[src/hw/tlb_cfg_pkg.sv]
//~~~~~~~~~~~~~~~~~~~~~~~~~~~~~~~~~~~~~~~~~~~~~~~~~~~~~~~~~~~~~~~~~~~~~~~~~~
// Configuration constants of the data-TLB slice
// Sizes of the translation fields and default depth and walk timeout
// Referenced by scoped name from the types package and the top level
//~~~~~~~~~~~~~~~~~~~~~~~~~~~~~~~~~~~~~~~~~~~~~~~~~~~~~~~~~~~~~~~~~~~~~~~~~~

package tlb_cfg_pkg;

  // Default number of TLB entries
  // Must stay a power of two for the pseudo-LRU tree
  localparam int DTLB_ENTRIES = 8;

  // Virtual page number width
  localparam int VPN_W = 20;

  // Physical page number width
  localparam int PPN_W = 20;

  // Walker wait cycles before the walk is treated as lost
  localparam int REFILL_TIMEOUT = 64;

endpackage

[src/hw/tlb_types_pkg.sv]
//~~~~~~~~~~~~~~~~~~~~~~~~~~~~~~~~~~~~~~~~~~~~~~~~~~~~~~~~~~~~~~~~~~~~~~~~~~
// Data types carried between the TLB slice, its caller and the walker
// Lookup, response, walker request and refill bundles plus miss states
//~~~~~~~~~~~~~~~~~~~~~~~~~~~~~~~~~~~~~~~~~~~~~~~~~~~~~~~~~~~~~~~~~~~~~~~~~~

package tlb_types_pkg;

  // Lookup from the load/store unit
  typedef struct packed {
    logic                         valid;
    logic [tlb_cfg_pkg::VPN_W-1:0] vpn;
  } lookup_req_t;

  // Lookup result, hit and fault are exclusive
  typedef struct packed {
    logic                         valid;
    logic                         hit;
    logic                         fault;
    logic [tlb_cfg_pkg::PPN_W-1:0] ppn;
  } lookup_rsp_t;

  // Request towards the page-table walker
  typedef struct packed {
    logic                         valid;
    logic [tlb_cfg_pkg::VPN_W-1:0] vpn;
  } ptw_req_t;

  // Answer from the page-table walker
  typedef struct packed {
    logic                         valid;
    logic [tlb_cfg_pkg::PPN_W-1:0] ppn;
  } ptw_rsp_t;

  // Write into the entry array
  typedef struct packed {
    logic                         we;
    logic [tlb_cfg_pkg::VPN_W-1:0] vpn;
    logic [tlb_cfg_pkg::PPN_W-1:0] ppn;
  } refill_t;

  // Miss handling states
  typedef enum logic [1:0] {
    IDLE  = 2'd0,
    WALK  = 2'd1,
    FILL  = 2'd2,
    FAULT = 2'd3
  } miss_state_e;

endpackage

[src/hw/dtlb_entry_array.sv]
//~~~~~~~~~~~~~~~~~~~~~~~~~~~~~~~~~~~~~~~~~~~~~~~~~~~~~~~~~~~~~~~~~~~~~~~~~~
// Fully associative translation storage of the data TLB
// Matches a lookup against all valid tags and registers the result
// Takes refill writes into the victim row and clears on flush
//~~~~~~~~~~~~~~~~~~~~~~~~~~~~~~~~~~~~~~~~~~~~~~~~~~~~~~~~~~~~~~~~~~~~~~~~~~

`timescale 1ns/1ps

module dtlb_entry_array #(
  parameter int N = 8
) (
  input  logic                          clk_i,
  input  logic                          rst_ni,
  input  tlb_types_pkg::lookup_req_t    lookup_i,
  input  logic                          flush_i,
  input  tlb_types_pkg::refill_t        refill_i,
  input  logic [N-1:0]                  replace_vec_i,
  output logic [N-1:0]                  valid_vec_o,
  output logic [N-1:0]                  hit_vec_o,
  output logic                          hit_o,
  output logic                          lookup_done_o,
  output logic [tlb_cfg_pkg::PPN_W-1:0] ppn_o
);

  // Tag and translation per row
  logic [tlb_cfg_pkg::VPN_W-1:0] tag_q [N];
  logic [tlb_cfg_pkg::PPN_W-1:0] ppn_q [N];
  logic [N-1:0]                  valid_q;

  // Combinational match
  logic [N-1:0]                  match;
  logic [tlb_cfg_pkg::PPN_W-1:0] match_ppn;

  // Registered lookup result
  logic [N-1:0]                  hit_vec_q;
  logic                          hit_q;
  logic                          done_q;
  logic [tlb_cfg_pkg::PPN_W-1:0] rd_ppn_q;

  // At most one row matches, so an OR of the rows is the mux
  always_comb begin
    match     = '0;
    match_ppn = '0;
    for (int i = 0; i < N; i++) begin
      if (valid_q[i] && (tag_q[i] == lookup_i.vpn)) begin
        match[i]  = 1'b1;
        match_ppn = match_ppn | ppn_q[i];
      end
    end
  end

  // Lookup strobes, cleared when no lookup came in
  always_ff @(posedge clk_i or negedge rst_ni) begin
    if (!rst_ni) begin
      hit_vec_q <= '0;
      hit_q     <= 1'b0;
      done_q    <= 1'b0;
    end else begin
      hit_vec_q <= lookup_i.valid ? match : '0;
      hit_q     <= lookup_i.valid & (|match);
      done_q    <= lookup_i.valid;
    end
  end

  always_ff @(posedge clk_i) begin
    if (lookup_i.valid) begin
      rd_ppn_q <= match_ppn;
    end
  end

  // Valid bits, flush and refill never meet since flush waits for idle
  always_ff @(posedge clk_i or negedge rst_ni) begin
    if (!rst_ni) begin
      valid_q <= '0;
    end else if (flush_i) begin
      valid_q <= '0;
    end else if (refill_i.we) begin
      valid_q <= valid_q | replace_vec_i;
    end
  end

  // Row payload written by the refill
  always_ff @(posedge clk_i) begin
    for (int i = 0; i < N; i++) begin
      if (refill_i.we && replace_vec_i[i]) begin
        tag_q[i] <= refill_i.vpn;
        ppn_q[i] <= refill_i.ppn;
      end
    end
  end

  assign valid_vec_o   = valid_q;
  assign hit_vec_o     = hit_vec_q;
  assign hit_o         = hit_q;
  assign lookup_done_o = done_q;
  assign ppn_o         = rd_ppn_q;

endmodule

[src/hw/dtlb_miss_fsm.sv]
//~~~~~~~~~~~~~~~~~~~~~~~~~~~~~~~~~~~~~~~~~~~~~~~~~~~~~~~~~~~~~~~~~~~~~~~~~~
// Miss handling of the data TLB
// Turns array results into responses and runs one walk per miss
// A walk ends with a refill write or with a fault on timeout
//~~~~~~~~~~~~~~~~~~~~~~~~~~~~~~~~~~~~~~~~~~~~~~~~~~~~~~~~~~~~~~~~~~~~~~~~~~

`timescale 1ns/1ps

module dtlb_miss_fsm (
  input  logic                          clk_i,
  input  logic                          rst_ni,
  input  logic                          lookup_done_i,
  input  logic                          hit_i,
  input  logic [tlb_cfg_pkg::PPN_W-1:0] ppn_i,
  input  logic [tlb_cfg_pkg::VPN_W-1:0] lookup_vpn_i,
  input  tlb_types_pkg::ptw_rsp_t       ptw_rsp_i,
  input  logic                          expired_i,
  output tlb_types_pkg::ptw_req_t       ptw_req_o,
  output tlb_types_pkg::refill_t        refill_o,
  output logic                          timer_start_o,
  output logic                          timer_stop_o,
  output tlb_types_pkg::lookup_rsp_t    rsp_o,
  output logic                          busy_o
);

  tlb_types_pkg::miss_state_e    state_q, state_d;
  tlb_types_pkg::lookup_rsp_t    rsp_q, rsp_d;
  tlb_types_pkg::ptw_req_t       req_q;
  logic [tlb_cfg_pkg::VPN_W-1:0] vpn_q;
  logic [tlb_cfg_pkg::PPN_W-1:0] fill_ppn_q;
  logic                          idle;
  logic                          miss;

  assign idle = (state_q == tlb_types_pkg::IDLE);
  // Results arriving while a walk runs are dropped
  assign miss = idle & lookup_done_i & ~hit_i;

  always_comb begin
    state_d = state_q;
    case (state_q)
      tlb_types_pkg::IDLE:  if (miss) state_d = tlb_types_pkg::WALK;
      tlb_types_pkg::WALK: begin
        // Walker answer wins over a same-cycle expiry
        if (ptw_rsp_i.valid) begin
          state_d = tlb_types_pkg::FILL;
        end else if (expired_i) begin
          state_d = tlb_types_pkg::FAULT;
        end
      end
      default: state_d = tlb_types_pkg::IDLE;
    endcase
  end

  // Next response: hit, refilled translation or fault
  always_comb begin
    rsp_d = '0;
    if (idle && lookup_done_i && hit_i) begin
      rsp_d.valid = 1'b1;
      rsp_d.hit   = 1'b1;
      rsp_d.ppn   = ppn_i;
    end else if (state_q == tlb_types_pkg::FILL) begin
      rsp_d.valid = 1'b1;
      rsp_d.hit   = 1'b1;
      rsp_d.ppn   = fill_ppn_q;
    end else if (state_q == tlb_types_pkg::FAULT) begin
      rsp_d.valid = 1'b1;
      rsp_d.fault = 1'b1;
    end
  end

  always_ff @(posedge clk_i or negedge rst_ni) begin
    if (!rst_ni) begin
      state_q <= tlb_types_pkg::IDLE;
      rsp_q   <= '0;
      req_q   <= '0;
    end else begin
      state_q     <= state_d;
      rsp_q       <= rsp_d;
      req_q.valid <= miss;
      req_q.vpn   <= vpn_q;
    end
  end

  // VPN follows the lookup port until a miss freezes it for the walk
  always_ff @(posedge clk_i) begin
    if (idle && !miss) begin
      vpn_q <= lookup_vpn_i;
    end
    if ((state_q == tlb_types_pkg::WALK) && ptw_rsp_i.valid) begin
      fill_ppn_q <= ptw_rsp_i.ppn;
    end
  end

  assign refill_o.we   = (state_q == tlb_types_pkg::FILL);
  assign refill_o.vpn  = vpn_q;
  assign refill_o.ppn  = fill_ppn_q;

  assign timer_start_o = miss;
  assign timer_stop_o  = (state_q == tlb_types_pkg::WALK) & (ptw_rsp_i.valid | expired_i);

  assign ptw_req_o     = req_q;
  assign rsp_o         = rsp_q;
  assign busy_o        = ~idle;

endmodule

[src/hw/dtlb_refill_timer.sv]
//~~~~~~~~~~~~~~~~~~~~~~~~~~~~~~~~~~~~~~~~~~~~~~~~~~~~~~~~~~~~~~~~~~~~~~~~~~
// Walk timeout counter of the data TLB
// Armed by the start pulse, pulses expired after TIMEOUT cycles
//~~~~~~~~~~~~~~~~~~~~~~~~~~~~~~~~~~~~~~~~~~~~~~~~~~~~~~~~~~~~~~~~~~~~~~~~~~

`timescale 1ns/1ps

module dtlb_refill_timer #(
  parameter int TIMEOUT = 64
) (
  input  logic clk_i,
  input  logic rst_ni,
  input  logic start_i,
  input  logic stop_i,
  output logic expired_o
);

  localparam int CNT_W = $clog2(TIMEOUT + 1);

  logic [CNT_W-1:0] cnt_q;
  logic             armed_q;
  logic             expired_q;

  always_ff @(posedge clk_i or negedge rst_ni) begin
    if (!rst_ni) begin
      cnt_q     <= '0;
      armed_q   <= 1'b0;
      expired_q <= 1'b0;
    end else begin
      // Pulse lasts one cycle only
      expired_q <= 1'b0;
      if (start_i) begin
        cnt_q   <= '0;
        armed_q <= 1'b1;
      end else if (stop_i) begin
        armed_q <= 1'b0;
      end else if (armed_q) begin
        cnt_q <= cnt_q + 1'b1;
        // Last wait cycle, disarm and signal
        if (cnt_q == CNT_W'(TIMEOUT - 1)) begin
          armed_q   <= 1'b0;
          expired_q <= 1'b1;
        end
      end
    end
  end

  assign expired_o = expired_q;

endmodule

[src/hw/dtlb_replacement_block.sv]
//~~~~~~~~~~~~~~~~~~~~~~~~~~~~~~~~~~~~~~~~~~~~~~~~~~~~~~~~~~~~~~~~~~~~~~~~~~
// Victim selection for the data TLB
// Invalid entries are filled first, lowest index wins
// With a full TLB a tree pseudo-LRU picks the victim
// The tree moves away from each hit and from each refilled entry
//~~~~~~~~~~~~~~~~~~~~~~~~~~~~~~~~~~~~~~~~~~~~~~~~~~~~~~~~~~~~~~~~~~~~~~~~~~

`timescale 1ns/1ps

module dtlb_replacement_block #(
  parameter int N = 8
) (
  input  logic         clk_i,
  input  logic         rst_ni,
  // Entry state and access strobes
  input  logic [N-1:0] tlb_valid_vec_i,
  input  logic         valid_tlb_read_i,
  input  logic         valid_tlb_replacement_i,
  input  logic [N-1:0] hit_vec_i,
  // One-hot victim
  output logic [N-1:0] replace_vec_o
);

  localparam int LOG2_N = $clog2(N);
  // Internal nodes first, then the N leaves, heap order
  localparam int NODES  = 2 * N - 1;

  // Tree bits, zero points to the lower half
  logic [N-2:0]     tree_q;
  logic [N-2:0]     tree_en;
  logic [N-2:0]     tree_d;

  // Node on the victim path
  logic [NODES-1:0] path_en;
  // Node above the accessed leaf
  logic [NODES-1:0] touched;

  logic [N-1:0]     plru_vec;
  logic [N-1:0]     inv_vec;
  logic [N-1:0]     replace_vec;
  logic [N-1:0]     access_vec;
  logic             access_valid;

  // Walk down the tree level by level
  always_comb begin
    path_en    = '0;
    path_en[0] = 1'b1;
    for (int lvl = 0; lvl < LOG2_N; lvl++) begin
      for (int k = (1 << lvl) - 1; k < (1 << (lvl + 1)) - 1; k++) begin
        path_en[2*k+1] = path_en[k] & ~tree_q[k];
        path_en[2*k+2] = path_en[k] &  tree_q[k];
      end
    end
  end

  // Leaves in ascending entry order
  assign plru_vec = path_en[NODES-1:N-1];

  // Lowest invalid entry, scanned from the top so index 0 wins
  always_comb begin
    inv_vec = '0;
    for (int k = N - 1; k >= 0; k--) begin
      if (!tlb_valid_vec_i[k]) begin
        inv_vec    = '0;
        inv_vec[k] = 1'b1;
      end
    end
  end

  assign replace_vec   = (&tlb_valid_vec_i) ? plru_vec : inv_vec;
  assign replace_vec_o = replace_vec;

  // Refill takes the victim, a read takes the hit entry
  always_comb begin
    access_vec = '0;
    if (valid_tlb_replacement_i) begin
      access_vec = replace_vec;
    end else if (valid_tlb_read_i) begin
      access_vec = hit_vec_i;
    end
  end

  assign access_valid = valid_tlb_read_i | valid_tlb_replacement_i;

  // Mark the path from the accessed leaf up to the root
  always_comb begin
    touched            = '0;
    touched[NODES-1:N-1] = access_vec;
    tree_d             = '0;
    for (int lvl = LOG2_N - 1; lvl >= 0; lvl--) begin
      for (int k = (1 << lvl) - 1; k < (1 << (lvl + 1)) - 1; k++) begin
        touched[k] = touched[2*k+1] | touched[2*k+2];
        // Came from the lower child, so point to the upper one
        tree_d[k]  = touched[2*k+1];
      end
    end
  end

  assign tree_en = touched[N-2:0];

  // Only nodes on the accessed path change
  always_ff @(posedge clk_i or negedge rst_ni) begin
    if (!rst_ni) begin
      tree_q <= '0;
    end else if (access_valid) begin
      tree_q <= (tree_q & ~tree_en) | (tree_d & tree_en);
    end
  end

endmodule

[src/hw/dtlb_top.sv]
//~~~~~~~~~~~~~~~~~~~~~~~~~~~~~~~~~~~~~~~~~~~~~~~~~~~~~~~~~~~~~~~~~~~~~~~~~~
// Data-TLB slice for the load/store unit
// Entry array, victim choice, walk timer and miss handling
// Lookups and flushes are taken only while busy_o is low
//~~~~~~~~~~~~~~~~~~~~~~~~~~~~~~~~~~~~~~~~~~~~~~~~~~~~~~~~~~~~~~~~~~~~~~~~~~

`timescale 1ns/1ps

module dtlb_top #(
  parameter int N       = tlb_cfg_pkg::DTLB_ENTRIES,
  parameter int TIMEOUT = tlb_cfg_pkg::REFILL_TIMEOUT
) (
  input  logic                       clk_i,
  input  logic                       rst_ni,
  input  tlb_types_pkg::lookup_req_t lookup_i,
  input  logic                       flush_i,
  input  tlb_types_pkg::ptw_rsp_t    ptw_rsp_i,
  output tlb_types_pkg::lookup_rsp_t rsp_o,
  output tlb_types_pkg::ptw_req_t    ptw_req_o,
  output logic                       busy_o
);

  tlb_types_pkg::lookup_req_t    lookup_gated;
  tlb_types_pkg::refill_t        refill;
  logic                          flush_gated;
  logic [N-1:0]                  valid_vec;
  logic [N-1:0]                  hit_vec;
  logic [N-1:0]                  replace_vec;
  logic                          hit;
  logic                          lookup_done;
  logic [tlb_cfg_pkg::PPN_W-1:0] ppn;
  logic                          timer_start;
  logic                          timer_stop;
  logic                          expired;

  // Drop caller traffic while a miss is outstanding
  assign lookup_gated.valid = lookup_i.valid & ~busy_o;
  assign lookup_gated.vpn   = lookup_i.vpn;
  assign flush_gated        = flush_i & ~busy_o;

  dtlb_entry_array #(.N(N)) u_array (
    .clk_i         (clk_i),
    .rst_ni        (rst_ni),
    .lookup_i      (lookup_gated),
    .flush_i       (flush_gated),
    .refill_i      (refill),
    .replace_vec_i (replace_vec),
    .valid_vec_o   (valid_vec),
    .hit_vec_o     (hit_vec),
    .hit_o         (hit),
    .lookup_done_o (lookup_done),
    .ppn_o         (ppn)
  );

  // Registered hit is the read strobe, refill write the replacement strobe
  dtlb_replacement_block #(.N(N)) u_repl (
    .clk_i                   (clk_i),
    .rst_ni                  (rst_ni),
    .tlb_valid_vec_i         (valid_vec),
    .valid_tlb_read_i        (hit),
    .valid_tlb_replacement_i (refill.we),
    .hit_vec_i               (hit_vec),
    .replace_vec_o           (replace_vec)
  );

  dtlb_refill_timer #(.TIMEOUT(TIMEOUT)) u_timer (
    .clk_i     (clk_i),
    .rst_ni    (rst_ni),
    .start_i   (timer_start),
    .stop_i    (timer_stop),
    .expired_o (expired)
  );

  dtlb_miss_fsm u_fsm (
    .clk_i         (clk_i),
    .rst_ni        (rst_ni),
    .lookup_done_i (lookup_done),
    .hit_i         (hit),
    .ppn_i         (ppn),
    .lookup_vpn_i  (lookup_i.vpn),
    .ptw_rsp_i     (ptw_rsp_i),
    .expired_i     (expired),
    .ptw_req_o     (ptw_req_o),
    .refill_o      (refill),
    .timer_start_o (timer_start),
    .timer_stop_o  (timer_stop),
    .rsp_o         (rsp_o),
    .busy_o        (busy_o)
  );

endmodule

[config.mk]
export PLATFORM = sky130hd
export DESIGN_NAME = dtlb_top
export DESIGN_NICKNAME = d
export VERILOG_FILES = /design/src/hw/tlb_cfg_pkg.sv /design/src/hw/tlb_types_pkg.sv /design/src/hw/dtlb_entry_array.sv /design/src/hw/dtlb_miss_fsm.sv /design/src/hw/dtlb_refill_timer.sv /design/src/hw/dtlb_replacement_block.sv /design/src/hw/dtlb_top.sv
export SDC_FILE = /design/constraint.sdc
export NUM_CORES = 1
export LEC_CHECK = 0
export BUFFER_PORTS_ARGS = -buffer_cell sky130_fd_sc_hd__buf_4
export CORE_UTILIZATION = 46
export DETAILED_ROUTE_END_ITERATION = 10
export GPL_TIMING_DRIVEN = 0
export PLACE_DENSITY_LB_ADDON = 0.2
export SYNTH_ARGS = -nofsm -noshare
export SYNTH_HDL_FRONTEND = slang
export SYNTH_SLANG_ARGS = --single-unit
[constraint.sdc]
create_clock -name clk_i -period 5.16 [get_ports clk_i]
set_input_delay 0.516 -clock clk_i [delete_from_list [all_inputs] [get_ports clk_i]]
set_output_delay 0.516 -clock clk_i [all_outputs]
set_load 0.01 [all_outputs]
==> flow_summary.toml, run 1 <==
[placed_design]
portBuffers = 89
postPlaceCellArea_um2 = 19300
dp_hpwl_um = 26100
gp_congestion = 0.841
placed_cells = 1653

[worst_setup_path]
worstSetupStartpoint = "u_fsm.state_q[1]"
cp_num_buf_inv = 4
worst_setup_path_end_kind = "flop"
path_depth = 8
crit_path_max_fanout = 14
r2r_start = "u_fsm.state_q[1]"
timing.rr.end = "u_array.tag_q[1][62]"
crit_required_ns = 5.42
path_delay_family = "buffers and inverters"
crit_slowest_cell = "a211oi_4"
endpoint = "u_array.tag_q[1][62]"
regToRegSetupSlack_ns = 2.44
path_cells = "nor2b_1, buf_4, and3_4, nand3_4, a211oi_4, buf_16, buf_6, buf_8"
worstSetupPathType = "reg -> reg"
cpPeakStageDelay_ns = 0.65
ff2ff_path_depth = 8
critical_path_arrival_ns = 2.98
critPathLaunchType = "flop"

[floorplanning]
rows = 71
fp.dieArea_um2 = 39000
core_um2 = 37700
io_pins = 90
initial_core_util = 0.467
die_x_um = 198
die_y_um = 198

[layout]
nNetsFinal = 1237
antennaDiodeCount = 0
seq_area_um2 = 13400
fillers = 3057
drive_above_1_share = 0.199
multi_input_area_um2 = 3840
final_cell_area_um2 = 20800
syn2layout_area_growth_pct = 18.5
final_cells = 1740

[yosys]
syn_avg_cell_area_um2 = 17.0
yosysMostFrequentCell = "edfxtp_1"
yosysTopAreaCell = "edfxtp_1"
syn-cell-area_um2 = 17600
synthTopCellsByCount = "380 x edfxtp_1, 133 x xnor2_1, 80 x dfrtp_1, 80 x nand3_1, 42 x nand4_1"
syn_inst = 1037
yosysSeqAreaShare = 0.763
synth_edf_count = 380
synthArstFlopShare = 0.174
yosys_warnings = 0
ys_seq_elements = 460
syn-num-nets = 1083
yosys_most_used_dff = "edfxtp_1"
synth_area_leaders = "edfxtp_1 65%, dfrtp_1 11%, xnor2_1 6.6%"
synth_top_area_frac = 0.649
synth_cell_types = 48

[timing]
setup_viol = 0
maxSlewViolCount = 0
fmax_mhz = 367
finalClockSkew_ns = 0.0177
worstMarginPinSlew_ns = 1.14
fin_crit_ns = 2.72
rsz0062_at_grt = "false"
max-slew-margin-rel = 0.241
hold_viol = 0
min_period_over_period = 0.528

[clocking]
postCtsHoldBufs = 0
clkTransAtPathRegs_ns = 0.06
cts_buffers = 46
root_buffer = "clkbuf_16"
ctsResizeCount = 0
clock_sinks = 460
tritoncts = "yes"
postCtsSetupBuffers = 0
cts_buffer_depth = 3
insertion_delay_ns = 0.56
cts_max_level = 2

[route]
dr.pass1.iters = 5
ant_nets = 0
routed_wl_um = 40700
drc = 0
viasPerCell = 5.41
vias = 9410
wire_per_inst_um = 23.4
drt-initial-drc-count = 698

[power]
p_leak_uw = 0.00738
finalPower_uw = 9000
vdd_drop_max_uv = 254
power.density_nw_per_um2 = 432

[grt]
grt.total_usage = 0.215
grt_overflow = 0
grt_pass1_wl_um = 60300
grt_pass1_vias = 9214
antenna_found_initial = 0
grt_start_max_net_pins = 81

[outcome]
outcome = "complete, no violations"

[run]
cap_violations = 0

[hold_path]
hp-class = "in -> reg"
## worst min path at each step
stage,slack [ns],end,startpoint,cells past startpoint
2_1_floorplan,0.22,async pin,rst_ni,0
3_3_place_gp,0.45,u_fsm.rsp_o[15],u_array.ppn_o[15],1
5_1_grt,0.11,u_fsm.fill_ppn_q[11],ptw_rsp_i[11],1
6_report,0.13,u_fsm.fill_ppn_q[11],ptw_rsp_i[11],1
4_1_cts,0.10,u_fsm.fill_ppn_q[6],ptw_rsp_i[6],1
3_5_place_dp,0.45,u_fsm.rsp_o[17],u_array.ppn_o[17],1
## kinds of logic after synthesis
kind of cell | after synthesis | share of synthesized area
simple gates | 254 | 0.0864
fa+ha+maj | 1 | 0.000711
xor+xnor | 164 | 0.0817
buf+inv | 57 | 0.0233
flops | 460 | 0.763
compound gates | 101 | 0.0455
## flip-flops by register name, summed over array words and instances (netlist names), named ones only
name                   flops
u_fsm.state_q              2
u_array.ppn_o             20
u_array.lookup_done_o      1
u_timer.cnt_q              7
u_timer.armed_q            1
u_fsm.rsp_o               23
u_fsm.ptw_req_o           21
u_array.hit_o              1
u_timer.expired_o          1
u_array.tag_q            160
u_fsm.vpn_q               20
u_array.ppn_q            160
u_fsm.fill_ppn_q          20
u_array.hit_vec_o          8
u_array.valid_vec_o        8
## layout by cell type (no fill, tap or decap), types with 6 or more instances in the layout
cell         n
dfrtp_1     80
nor2_1       8
clkbuf_1    23
buf_6       17
and3_1      28
o21ai_0      7
a22o_1      20
nand4_1     42
a21oi_1      7
and2_1      10
nand3b_1    13
nand3_1     80
clkbuf_16   47
xor2_1      31
inv_1        6
a22oi_1     36
buf_16      10
nor4_1      13
buf_4      100
clkbuf_8     6
buf_2       12
edfxtp_1   380
a21o_1       8
nand2_1     24
clkinv_2     9
xnor2_1    133
## per-stage QoR
stage | util | setup slack [ns] | hold slack (ns) | TNS, ns
global route | 0.553 | 2.27 | 0.105 | 0
CTS | 0.553 | 2.24 | 0.102 | 0
global placement | 0.502 | -1.88 | 0.454 | -173.55
detailed placement | 0.514 | 2.13 | 0.453 | 0
floorplan | - | 1.05 | 0.220 | 0
finish | 0.553 | 2.44 | 0.127 | 0
## worst register-to-register path: cells and delay by family, from the launching register on
family	cells	cell delay (ns)
AO/OA/AOI/OAI	1	0.65
buffers and inverters	4	0.76
AND/OR/NAND/NOR	3	0.56
flip-flops	1	0.44
## report_power, final
group	switching, uW	leakage (uW)	internal [uW]	total (uW)
combinational	466	0.00215	336	803
sequential	374	0.00450	4590	4960
clock	1360	0.000724	1870	3240
total	2200	0.00738	6800	9000
## area by class of cell
class                   instances  area share
flip-flops and latches        460       0.644
well taps                     511      0.0307
inverters                       7     0.00126
clock inverters                18     0.00751
clock buffers                  68      0.0631
plain buffers                  50      0.0184
multi-input cells             520       0.185
repair buffers                106      0.0509
## routing by layer
metal,part of all wire,track usage,vias up
li1,-,-,4261
met1,0.47,0.329,4771
met2,0.45,0.319,336
met3,0.071,0.0389,42
met4,0.012,0.0451,0
met5,0,0,-
(Power assumes the default switching activity.)
==> run 2, diff against run 1 <==
Clock period 5.16 ns to 2.8 ns, I/O delays scaled along.
==> run 2 against run 1 <==
Wire length is 2.6% higher. Clock power is 88% higher. Flip-flop and latch count stayed put. Via count is 2.4% higher. Die area stayed put. Critical endpoint is now u_array.ppn_q[0][39]. Critical path depth is 2 lower. Global-route usage is 0.57 points higher. First-iteration DRC count is 22% higher. Clock skew is 0.0062 ns lower. Setup slack worse by 2.4 ns.
==> flow_summary.toml, run 2 (synthesized netlist as in run 1, its figures left out) <==
[worst_setup_path]
crit_path_max_fanout = 24
worst_setup_path_end_kind = "flop"
cpPeakStageDelay_ns = 0.56
crit_slowest_cell = "nor4_1"
critPathLaunchType = "flop"
critical_path_arrival_ns = 2.98
worstSetupPathType = "reg -> reg"
crit_required_ns = 3.05
path_cells = "nand4b_1, nor4_1, nor2b_1, nand2_1, o21ai_4, buf_12"

[placed_design]
gp_congestion = 0.845
dp_hpwl_um = 26200
portBuffers = 89
place_ws_ns = -0.107

[layout]
antennaDiodeCount = 0
nNetsFinal = 1282
drive_above_1_share = 0.194
final_cell_mix = "380 x edfxtp_1, 133 x xnor2_1, 103 x buf_4"
syn2layout_area_growth_pct = 21.0
layout.cells.most_common = "edfxtp_1"

[clocking]
cts_max_level = 2
clkTransAtPathRegs_ns = 0.06
root_buffer = "clkbuf_16"
cts_buffers = 48
cts_buffer_depth = 3
tritoncts = "yes"
clock_sinks = 460
insertion_delay_ns = 0.56

[route]
routed_wl_um = 41700
ant_nets = 0
viasPerCell = 5.39
vias = 9633
wl_met1_um = 19100
dr.pass1.iters = 5
wire_per_inst_um = 23.4
wl_met2_um = 19000
wl_met3_um = 3060
drc = 0
dr.max_layer_used = "met4"
drt-initial-drc-count = 850

[timing]
min_period_over_period = 0.973
max-slew-margin-rel = 0.156
worstMarginPinSlew_ns = 1.26
finalClockSkew_ns = 0.0115
fin_ws_ns = 0.0750
setup_viol = 0
tns_ns = 0
hold_slack_ns = 0.0591
fmax_mhz = 367
rsz0062_at_grt = "false"
hold_viol = 0
fin_crit_ns = 2.72
maxSlewViolCount = 0

[floorplanning]
core_um2 = 37700
die_x_um = 198
rows = 71
io_pins = 90
die_y_um = 198
initial_core_util = 0.467
fp.dieArea_um2 = 39000

[grt]
grt_overflow = 0
grt.total_usage = 0.220
grt_start_max_net_pins = 81
grt_pass1_vias = 9622
antenna_found_initial = 0
grt_pass1_wl_um = 61900

[power]
finalPower_uw = 16800
power.density_nw_per_um2 = 787
vdd_drop_max_uv = 426
p_leak_uw = 0.00760

[outcome]
outcome = "complete, no violations"

[hold_path]
hp-class = "in -> reg"

[run]
cap_violations = 0
run 2: where the power goes:
part           total, uW  internal, uW  switching, uW
combinational       1530           652            876
sequential          9140          8450            688
clock               6080          3550           2530
total              16800         12700           4100
run 2: per-layer routing:
layer | global-route usage | vias up
met5 | 0 | -
met4 | 0.0523 | 0
met3 | 0.0406 | 53
met2 | 0.329 | 363
met1 | 0.334 | 4874
li1 | - | 4343
run 2: worst max-delay path: cells and delay by family (launching register included):
kind,cells,cell delay (ns)
AO/OA/AOI/OAI,1,0.35
buffers and inverters,1,0.28
AND/OR/NAND/NOR,4,1.26
flip-flops,1,0.50
run 2: repair_timing:
item                                    4_1_cts  5_1_grt
setup buffers                                 0        3
pin swaps                                     0        1
endpoints found under the hold margin        54        0
gates resized for setup                       1        3
hold buffers                                 42        0
endpoints found under the setup margin       40       16
run 2: layout make-up:
class	instances	area, um2
Sequential cell	460	13400
Clock buffer	74	1370
Multi-Input combinational cell	520	3870
Fill cell	2991	16400
Clock inverter	15	131
Inverter	7	26.3
Buffer	50	383
Tap cell	511	639
Timing Repair Buffer	149	1460
run 2: path summary, 6_finish.rpt:
kind                                         from                    to  slack [ns]  cells after the start
max                        u_array.valid_vec_o[0]  u_array.ppn_q[0][39]        0.08                      6
min reg2reg                     u_array.ppn_o[15]       u_fsm.rsp_o[15]        0.46                      1
min in group asynchronous                  rst_ni   u_fsm.ptw_req_o[12]        0.49                      2
max reg2reg                u_array.valid_vec_o[0]  u_array.ppn_q[0][39]        0.08                      6
min                                  lookup_i[20]         u_array.hit_o        0.06                      3
max in group asynchronous                  rst_ni        u_fsm.rsp_o[3]        1.54                      2
run 2: through the flow:
| stage | instance area [um2] | std cells | utilization |
|---|---|---|---|
| 2_1_floorplan | 17600 | 1037 | - |
| 3_3_place_gp | 18900 | 1637 | 0.502 |
| 3_5_place_dp | 19300 | 1652 | 0.513 |
| 4_1_cts | 21200 | 1783 | 0.564 |
| 5_1_grt | 21300 | 1786 | 0.565 |
| 6_report | 21300 | 1786 | 0.565 |
